===== config.mk =====
export PLATFORM = sky130hd
export DESIGN_NAME = addr_decoder
export DESIGN_NICKNAME = d
export VERILOG_FILES = /design/src/soc_bus_pkg.sv /design/src/soc_map_pkg.sv /design/src/addr_decoder.sv
export SDC_FILE = /design/constraint.sdc
export NUM_CORES = 1
export LEC_CHECK = 0
export BUFFER_PORTS_ARGS = -buffer_cell sky130_fd_sc_hd__buf_2
export CAP_MARGIN = 20
export CORE_AREA = 2 2 57 59
export DETAILED_ROUTE_END_ITERATION = 6
export DIE_AREA = 0 0 59 61
export GPL_TIMING_DRIVEN = 0
export PLACE_DENSITY = 0.82
export SLEW_MARGIN = 20
export SYNTH_ARGS = -nofsm -noshare
export SYNTH_HDL_FRONTEND = slang
export SYNTH_SLANG_ARGS = --single-unit

===== constraint.sdc =====
create_clock -name vclk -period 5.22
set_input_delay 0.522 -clock vclk [all_inputs]
set_output_delay 0.522 -clock vclk [all_outputs]
set_load 0.1 [all_outputs]

===== src/soc_bus_pkg.sv =====
// Bus-level definitions shared by every stage of the memory subsystem.
// Holds the address and data widths, their vector types and the packed
// request and response structs that travel over the valid/ready channels.
// Import it wherever a bus request or response is built or taken apart.

package soc_bus_pkg;

  // ----------------------------------------------------------------------
  // widths
  // ----------------------------------------------------------------------
  localparam int unsigned AddrWidth = 32;
  localparam int unsigned DataWidth = 32;
  // one enable bit per data byte
  localparam int unsigned StrbWidth = DataWidth / 8;

  // ----------------------------------------------------------------------
  // vector types
  // ----------------------------------------------------------------------
  typedef logic [AddrWidth-1:0] addr_t;
  typedef logic [DataWidth-1:0] data_t;
  typedef logic [StrbWidth-1:0] strb_t;

  // ----------------------------------------------------------------------
  // channel payloads
  // ----------------------------------------------------------------------

  // request channel, 69 bits
  typedef struct packed {
    addr_t addr;
    logic  we;
    data_t wdata;
    // byte enables, only meaningful on writes
    strb_t be;
  } bus_req_t;

  // response channel, 33 bits
  typedef struct packed {
    data_t rdata;
    logic  err;
  } bus_resp_t;

endpackage


===== src/soc_map_pkg.sv =====
// Address map of the subsystem: the target regions, their base and
// length, the boot ROM content rule and the request type that carries
// its decoded region from the decoder down to the targets.
// Builds on the bus package for the address and data types.

package soc_map_pkg;

  import soc_bus_pkg::*;

  // ----------------------------------------------------------------------
  // regions
  // ----------------------------------------------------------------------
  typedef enum logic [1:0] {
    REGION_ROM,
    REGION_SPM,
    REGION_NONE
  } region_e;

  // boot ROM, read only
  localparam addr_t RomBase   = 32'h0000_1000;
  localparam addr_t RomLength = 32'h0000_1000;

  // scratchpad, read/write with byte enables
  localparam addr_t SpmBase   = 32'h1000_0000;
  localparam addr_t SpmLength = 32'h0000_0400;

  localparam int unsigned SpmWords = 256;

  typedef logic [$clog2(SpmWords)-1:0] spm_index_t;

  // ----------------------------------------------------------------------
  // ROM content
  // ----------------------------------------------------------------------
  localparam data_t RomPattern = 32'hB007_0000;

  // each ROM word is its own address xor'ed with the pattern
  function automatic data_t rom_word(addr_t addr);
    return data_t'(addr) ^ RomPattern;
  endfunction

  // ----------------------------------------------------------------------
  // decoded request, 71 bits
  // ----------------------------------------------------------------------
  typedef struct packed {
    bus_req_t req;
    region_e  region;
  } routed_req_t;

endpackage


===== src/addr_decoder.sv =====
// Address decoder at the front of the subsystem.
// Matches each incoming request against the ROM and scratchpad rules and
// tags it with the region it hits, or REGION_NONE. Purely combinational,
// so the handshake passes straight through.

`timescale 1ns/1ps

module addr_decoder (
  input  logic                     clk_i,
  input  logic                     ndmreset_n,
  // upstream request
  input  logic                     req_valid_i,
  output logic                     req_ready_o,
  input  soc_bus_pkg::bus_req_t    req_i,
  // tagged request towards the buffer
  output logic                     dec_valid_o,
  input  logic                     dec_ready_i,
  output soc_map_pkg::routed_req_t dec_req_o
);

  import soc_bus_pkg::*;
  import soc_map_pkg::*;

  addr_t rom_off;
  addr_t spm_off;
  logic  rom_hit;
  logic  spm_hit;

  // ----------------------------------------------------------------------
  // rule match
  // ----------------------------------------------------------------------
  // a rule covers [base, base + length); the unsigned offset wraps
  // for addresses below base and so fails the compare too
  assign rom_off = req_i.addr - RomBase;
  assign spm_off = req_i.addr - SpmBase;
  assign rom_hit = (rom_off < RomLength);
  assign spm_hit = (spm_off < SpmLength);

  always_comb begin
    dec_req_o.req = req_i;
    if (rom_hit) begin
      dec_req_o.region = REGION_ROM;
    end else if (spm_hit) begin
      dec_req_o.region = REGION_SPM;
    end else begin
      // no default port, the target bank answers with an error
      dec_req_o.region = REGION_NONE;
    end
  end

  assign dec_valid_o = req_valid_i;
  assign req_ready_o = dec_ready_i;

  // regions must not overlap, otherwise the priority above hides one
  a_single_rule: assert property (
    @(posedge clk_i) disable iff (!ndmreset_n)
    req_valid_i |-> !(rom_hit && spm_hit)
  ) else $error("address %h matches more than one rule", req_i.addr);

endmodule


==> impl_metrics.yaml <==
floorplanning:
  rows: 20
  start_util_pct: 23.73
  chipHeight_um: 61
  die_w_um: 59
  dieArea_mm2: 0.003599
  ioPinCount: 146
  core_mm2: 0.002953
pwr:
  switching_share_pct: 79.73
  pwr-share-comb_pct: 100.0
  p_per_area_mw_per_mm2: 241.2
  leakage_nw: 0.7520
  p_clk_share_pct: 0
  pwr-share-seq_pct: 0
  ir_drop_mv: 0.1266
  internal-power_mw: 0.05984
  p_switching_mw: 0.2354
  p_total_mw: 0.2952
synth:
  synth_top_area_share_pct: 76.07
  synth_fp_nets: 164
  yosysUniqueCellTypes: 16
  syn_area_um2: 700.7
  syn_area_per_cell_um2: 7.700
  yosysWarningCount: 0
  yosysTopAreaCell: "buf_4"
  synthesis.instances: 91
  synthTopCellsByArea: "buf_4 76%, or4_4 3.2%, nor4_4 3.0%, a41oi_2 2.3%, nor4_1 1.8%"
  ys_seq_area_share_pct: 0
timing:
  fin_setup_tns_ns: 0
  rsz0062_at_grt: "no"
  max_slew_margin_pct: 67.15
  hold_ws_ns: 1.427
  fmax_ghz: 0.2907
  worst_pin_slew_ns: 0.4961
  finalSetupViolations: 0
  fin_crit_ns: 3.440
  slew_viol_final: 0
  period_share_pct: 65.90
  hold_viol: 0
flow_run:
  cap_violations: 0
finish:
  drive_above_1_share_pct: 92.47
  clockBufferCount: 0
  syn2layout_area_growth_pct: 74.64
  fin_nets: 261
  diodes: 0
  stdcell_area_mm2: 0.001224
  finalNonFillerCells: 219
  fillers: 297
  seq_cell_count: 0
  seq_area_um2: 0
place:
  dp.cells: 219
  place_hpwl_mm: 1.873
  placed_area_mm2: 0.001224
  portBuffers: 95
  place_congestion: 0.6681
global_route:
  grt_pass1_wl_mm: 2.408
  overflow: 0
  grt_pass1_vias: 625
  track_usage_pct: 8.289
  grt_max_degree: 5
  grt_antenna_before_repair: 0
routing:
  dr.first_iter.drc_count: 11
  first_pass_iters: 2
  vias: 840
  drc: 0
  viasPerCell: 3.836
  wl_mm: 1.914
  wl_per_cell_um: 8.740
  detail-route-antenna-nets: 0
critical_path:
  cp.required_ns: 4.70
  startpoint_type: "primary input"
  cp-end-kind: "output pin"
  cp_max_fo: 4
  cp.arrival_ns: 2.92
  path_class: "in2out"
cts:
  cts_hold_buf: 0
  postCtsSetupRepairBufs: 0
  ctsResizeCount: 0
outcome:
  status: "completed"
min_path:
  hold_path_class: "in2out"
[stage by stage]
step / worst slack, ns / util [%]
4_1_cts: 1.764 / 41.44
3_5_place_dp: 1.764 / 41.44
3_3_place_gp: 1.768 / 41.44
2_1_floorplan: 0.5482 / -
6_report: 1.780 / 41.44
5_1_grt: 1.715 / 41.44
[power by group through the flow]
stage               Combinational, mW  Clock [mW]  Sequential (mW)
CTS                             0.297           0                0
global route                    0.303           0                0
finish                          0.295           0                0
detailed placement              0.297           0                0
global placement                0.295           0                0
floorplan                       0.261           0                0
[routing by layer]
layer	up-vias	track usage, %	part of all wire, %
li1	418	-	-
met1	338	9.102	31
met2	84	18.10	52
met3	0	0.4264	16
met4	0	0	0
met5	-	0	0
[critical path, stage by stage]
cell,delay [ns]
buf_2,0.10
or4_4,0.54
or4_4,0.55
nor4_4,0.23
mux2_1,0.36
a41oi_2,0.17
buf_2,0.45
[placed cells by master (no fill, tap or decap), drive strengths merged]
cell type	n
a41oi	1
buf	166
mux2	2
nand2	1
nand2b	1
nor2	3
nor3	1
nor4	3
nor4b	1
or3	2
or4	3
xnor2	1
xor2	1
[path summary, 6_finish.rpt]
check	start	endpoint	cells past startpoint
min	req_i[34]	dec_req_o[36]	2
max	req_i[58]	dec_req_o[1]	7
[layout make-up]
| class | count | area [um^2] | share of cell area, % |
|---|---|---|---|
| plain buffers | 71 | 533.0 | 43.56 |
| repair buffers | 95 | 475.5 | 38.85 |
| multi-input cells | 20 | 173.9 | 14.21 |
| well taps | 33 | 41.29 | 3.374 |
[kinds of logic (layout without fill, tap and decap cells)]
| kind of cell | count (synthesis) | after routing | synth area share [%] |
|---|---|---|---|
| compound gates | 1 | 1 | 2.322 |
| xor+xnor | 2 | 2 | 2.500 |
| buf+inv | 71 | 166 | 76.07 |
| mux | 2 | 2 | 3.214 |
| simple gates | 15 | 15 | 15.89 |
[synthesized netlist by cell type]
master,count
nand2_1,1
mux2_2,1
nor4_1,2
nand2b_1,1
or4_4,2
or3_1,2
or4_1,1
a41oi_2,1
xor2_1,1
nor4b_1,1
mux2_1,1
nor4_4,1
nor2_1,3
buf_4,71
xnor2_1,1
nor3_1,1
Power figures use the tool's default switching activity.
