[src/soc_bus_pkg.sv]
// Bus-level definitions shared by every stage of the memory subsystem.
// Holds the address and data widths, their vector types and the packed
// request and response structs that travel over the valid/ready channels.
// Import it wherever a bus request or response is built or taken apart.

package soc_bus_pkg;

  // ----------------------------------------------------------------------
  // widths
  // ----------------------------------------------------------------------
  localparam int unsigned AddrWidth = 32;
  localparam int unsigned DataWidth = 32;
  // one enable bit per data byte
  localparam int unsigned StrbWidth = DataWidth / 8;

  // ----------------------------------------------------------------------
  // vector types
  // ----------------------------------------------------------------------
  typedef logic [AddrWidth-1:0] addr_t;
  typedef logic [DataWidth-1:0] data_t;
  typedef logic [StrbWidth-1:0] strb_t;

  // ----------------------------------------------------------------------
  // channel payloads
  // ----------------------------------------------------------------------

  // request channel, 69 bits
  typedef struct packed {
    addr_t addr;
    logic  we;
    data_t wdata;
    // byte enables, only meaningful on writes
    strb_t be;
  } bus_req_t;

  // response channel, 33 bits
  typedef struct packed {
    data_t rdata;
    logic  err;
  } bus_resp_t;

endpackage

[src/soc_map_pkg.sv]
// Address map of the subsystem: the target regions, their base and
// length, the boot ROM content rule and the request type that carries
// its decoded region from the decoder down to the targets.
// Builds on the bus package for the address and data types.

package soc_map_pkg;

  import soc_bus_pkg::*;

  // ----------------------------------------------------------------------
  // regions
  // ----------------------------------------------------------------------
  typedef enum logic [1:0] {
    REGION_ROM,
    REGION_SPM,
    REGION_NONE
  } region_e;

  // boot ROM, read only
  localparam addr_t RomBase   = 32'h0000_1000;
  localparam addr_t RomLength = 32'h0000_1000;

  // scratchpad, read/write with byte enables
  localparam addr_t SpmBase   = 32'h1000_0000;
  localparam addr_t SpmLength = 32'h0000_0400;

  localparam int unsigned SpmWords = 256;

  typedef logic [$clog2(SpmWords)-1:0] spm_index_t;

  // ----------------------------------------------------------------------
  // ROM content
  // ----------------------------------------------------------------------
  localparam data_t RomPattern = 32'hB007_0000;

  // each ROM word is its own address xor'ed with the pattern
  function automatic data_t rom_word(addr_t addr);
    return data_t'(addr) ^ RomPattern;
  endfunction

  // ----------------------------------------------------------------------
  // decoded request, 71 bits
  // ----------------------------------------------------------------------
  typedef struct packed {
    bus_req_t req;
    region_e  region;
  } routed_req_t;

endpackage

[src/req_fifo.sv]
// Register cut between the decoder and the target bank.
// A circular buffer of FIFO_DEPTH tagged requests with read and write
// pointers and a fill count. An entry shows up on the output the cycle
// after it was accepted; the input is not ready while the buffer is full.

`timescale 1ns/1ps

module req_fifo #(
  parameter int unsigned FIFO_DEPTH = 2
) (
  input  logic                     clk_i,
  input  logic                     ndmreset_n,
  // from the decoder
  input  logic                     in_valid_i,
  output logic                     in_ready_o,
  input  soc_map_pkg::routed_req_t in_req_i,
  // to the target bank
  output logic                     out_valid_o,
  input  logic                     out_ready_i,
  output soc_map_pkg::routed_req_t out_req_o
);

  import soc_map_pkg::*;

  localparam int unsigned PtrWidth = (FIFO_DEPTH > 1) ? $clog2(FIFO_DEPTH) : 1;
  localparam int unsigned CntWidth = $clog2(FIFO_DEPTH + 1);

  typedef logic [PtrWidth-1:0] ptr_t;
  typedef logic [CntWidth-1:0] cnt_t;

  localparam ptr_t LastPtr = ptr_t'(FIFO_DEPTH - 1);
  localparam cnt_t FullCnt = cnt_t'(FIFO_DEPTH);

  routed_req_t mem_q [FIFO_DEPTH];
  ptr_t        wr_ptr_q;
  ptr_t        rd_ptr_q;
  cnt_t        count_q;
  logic        push;
  logic        pop;

  function automatic ptr_t next_ptr(ptr_t ptr);
    return (ptr == LastPtr) ? ptr_t'(0) : ptr_t'(ptr + 1'b1);
  endfunction

  assign in_ready_o  = (count_q != FullCnt);
  assign out_valid_o = (count_q != '0);
  assign out_req_o   = mem_q[rd_ptr_q];

  assign push = in_valid_i && in_ready_o;
  assign pop  = out_valid_o && out_ready_i;

  // ----------------------------------------------------------------------
  // storage and pointers
  // ----------------------------------------------------------------------
  always_ff @(posedge clk_i) begin
    if (push) begin
      mem_q[wr_ptr_q] <= in_req_i;
    end
  end

  always_ff @(posedge clk_i or negedge ndmreset_n) begin
    if (!ndmreset_n) begin
      wr_ptr_q <= '0;
      rd_ptr_q <= '0;
      count_q  <= '0;
    end else begin
      if (push) begin
        wr_ptr_q <= next_ptr(wr_ptr_q);
      end
      if (pop) begin
        rd_ptr_q <= next_ptr(rd_ptr_q);
      end
      // push and pop together leave the count alone
      if (push && !pop) begin
        count_q <= count_q + 1'b1;
      end else if (pop && !push) begin
        count_q <= count_q - 1'b1;
      end
    end
  end

  a_count_bound: assert property (
    @(posedge clk_i) disable iff (!ndmreset_n)
    count_q <= FullCnt
  ) else $error("fill count above depth");

  // a stalled head entry must not be overwritten by a later push
  a_out_stable: assert property (
    @(posedge clk_i) disable iff (!ndmreset_n)
    out_valid_o && !out_ready_i |=> out_valid_o && $stable(out_req_o)
  ) else $error("buffer output changed while stalled");

endmodule

[config.mk]
export PLATFORM = sky130hd
export DESIGN_NAME = req_fifo
export DESIGN_NICKNAME = d
export VERILOG_FILES = /design/src/soc_bus_pkg.sv /design/src/soc_map_pkg.sv /design/src/req_fifo.sv
export SDC_FILE = /design/constraint.sdc
export NUM_CORES = 1
export LEC_CHECK = 0
export BUFFER_PORTS_ARGS = -buffer_cell sky130_fd_sc_hd__buf_2
export CAP_MARGIN = 25
export CORE_MARGIN = 1.5
export CORE_UTILIZATION = 48
export CTS_BUF_LIST = sky130_fd_sc_hd__clkbuf_8
export CTS_CLUSTER_SIZE = 24
export DETAILED_ROUTE_END_ITERATION = 10
export GPL_TIMING_DRIVEN = 0
export PLACE_DENSITY = 0.74
export SETUP_SLACK_MARGIN = 0.1
export SLEW_MARGIN = 10
export SYNTH_ARGS = -nofsm -noshare
export SYNTH_HDL_FRONTEND = slang
export SYNTH_SLANG_ARGS = --single-unit
[constraint.sdc]
create_clock -name clk_i -period 7.1 [get_ports clk_i]
set_clock_uncertainty 0.15 [all_clocks]
set_input_delay 0.355 -clock clk_i [delete_from_list [all_inputs] [get_ports clk_i]]
set_output_delay 0.355 -clock clk_i [all_outputs]
set_load 0.02 [all_outputs]
==> reports/results.ini <==
[status]
status=completed

[synthesis]
synth_warnings=0
synth-seq-area-share=0.770
yosys.cell_types.count=15
syn_area_per_cell_sq_um=23.7
synth-seq-cells=146
synth_cells=239
syn_nets=315
syn_area_sq_um=5670

[sta]
period_needed_ps=2260
final-max-slew-violation-count=0
fmax_mhz=442
post-route-period-util=0.319
setup_violations=0
max_slew_margin=0.510
fin_tns_setup_ps=0
hold_viol=0
rsz0062_at_grt=no
worst_pin_slew_ps=733

[critical_path]
worstSetupEndpointType=flop
path_max_fanout=28
crit_path_start_kind=flop
required_ps=7090
arrival_ps=2260
crit_type=flop to flop

[cts]
h-tree-depth=4
clkSlewWorstSetupHoldPaths_ps=70
cts_tree=done
postCtsSetupBuffers=0
clock-root-buffer=clkbuf_8
clk_latency_ps=440
cts_inserted_buffers=17
cts.sinks=146
ctsLongestPathBuffers=2

[global_routing]
grt_max_degree=50
grt_pass1_vias=3396
grt_use_total=0.180
grt_overflow=0
antenna_found_initial=0
grt_first_pass_wirelength_microns=16500

[finish]
nets=556
synthToLayoutAreaGrowth_pct=38.0
antenna_cells=0
drive_gt1_frac=0.523

[detailed_routing]
drc=0
via_per_inst=4.81
wl_per_cell_microns=16.6
firstDrtPassIters=4
routed_wl_microns=10600
drt_iter0_markers=137
vias=3056
antenna_left=0

[power_and_ir_drop]
p_switching_mw=0.996
total_power_mw=3.17
power_density_nw_per_um2=406
p_seq_frac=0.388
switching_share=0.314
power_frac_clock=0.223
intPower_mw=2.18
pwr-share-comb=0.389
ir_drop_uv=334
p_leak_nw=3.20

[flow_run]
cap_violations=0

[placed_design]
portBuffers=147
dp_hpwl_microns=6290
place_congestion=0.719

[floorplanning]
die_w_microns=112
die-area_sq_um=12500
rows=39
start_util=0.494
ios=148
core_sq_um=11500
die_y_microns=112

[hold_path]
hold_path_class=input pin to async pin

## state kept, by name (all words and copies together), names as in the netlist
| name | count |
|---|---|
| mem_q | 142 |
| wr_ptr_q | 1 |
| rd_ptr_q | 1 |
| count_q | 2 |
## stage by stage
stage | hold WS [ps] | instance area [sq um] | setup WS [ps] | util | instances
final | 92.5 | 7820 | 4840 | 0.682 | 636
after floorplan | -90.6 | 5670 | 2690 | - | 239
after global placement | 12.3 | 6580 | 1170 | 0.574 | 529
after global routing | 69.6 | 7820 | 4680 | 0.682 | 636
after detailed placement | 21.2 | 6660 | 4830 | 0.581 | 532
after CTS | 46.1 | 7820 | 4800 | 0.682 | 636
## area by class of cell
cell class	instances	area, sq um
Sequential cell	146	4360
Fill cell	757	3650
Timing Repair Buffer	222	1520
Multi-Input combinational cell	84	1160
Clock buffer	17	234
Clock inverter	15	203
Tap cell	143	179
Buffer	8	151
Inverter	1	3.75
## logic make-up (layout without fill, tap and decap cells)
group	count (synthesis)	count (layout)	synth area share
buf+inv	9	263	0.0274
fa+ha+maj	1	1	0.00221
simple gates	7	7	0.00596
mux	71	71	0.187
xor+xnor	5	5	0.00773
flops	146	146	0.770
## cells in the final DEF (no fill, tap or decap)
cell type / n
and3_4: 1
buf_12: 9
buf_16: 1
buf_2: 147
buf_6: 1
bufinv_16: 5
clkbuf_8: 17
clkinv_2: 2
clkinv_4: 1
clkinvlp_4: 2
dfrtp_1: 4
dlygate4sd3_1: 72
edfxtp_1: 142
ha_1: 1
inv_1: 6
mux2_2: 2
mux2_4: 69
nand2_1: 2
nand2b_1: 1
nor2_1: 1
nor2_4: 1
or2_1: 1
xnor2_1: 3
xor2_1: 2
## routing by layer
layer	track usage	vias up	wire length (microns)
met2	0.317	109	5550
met1	0.187	1489	4130
li1	-	1428	-
met4	0.100	0	336
met3	0.0610	30	556
met5	0	-	0
## synth_stat cells (all sizes together)
library cell / count / area [sq um]
xnor2: 3 / 26.3
mux2: 71 / 1060
ha: 1 / 12.5
dfrtp: 4 / 100
inv: 1 / 3.75
edfxtp: 142 / 4260
buf: 8 / 151
and3: 1 / 6.26
or2: 1 / 6.26
nor2: 2 / 7.51
nand2b: 1 / 6.26
nand2: 2 / 7.51
xor2: 2 / 17.5
## power by group through the flow
| stage | Clock [mW] | Sequential [mW] | Combinational (mW) |
|---|---|---|---|
| 5_1_grt | 0.758 | 1.25 | 1.31 |
| 3_5_place_dp | 0 | 1.25 | 1.21 |
| 6_report | 0.707 | 1.23 | 1.23 |
| 3_3_place_gp | 0 | 1.27 | 1.16 |
| 2_1_floorplan | 0 | 1.25 | 0.886 |
| 4_1_cts | 0.727 | 1.23 | 1.25 |
## path summary, 6_finish.rpt
check	startpoint	end	slack (ps)	depth (start not counted)
max	count_q[0]	mem_q[0][24]	4840	5
min	ndmreset_n	wr_ptr_q	90	2
max reg2reg	count_q[0]	mem_q[0][24]	4840	5
min reg2reg	count_q[1]	count_q[1]	370	1
max in group asynchronous	ndmreset_n	rd_ptr_q	6580	2
min in group clk_i	out_ready_i	rd_ptr_q	110	3
## critical path, cell delays in order, from the launching register on
cell,delay [ps]
dfrtp_1,410
nand2b_1,170
nand2_1,140
nor2_4,590
buf_12,260
buf_12,210
## what timing repair did
item | 4_1_cts | 5_1_grt
endpoints found under the hold margin | 146 | 0
hold buffers | 72 | 0
resized for setup | 0 | 0
(Power assumes the default switching activity.)
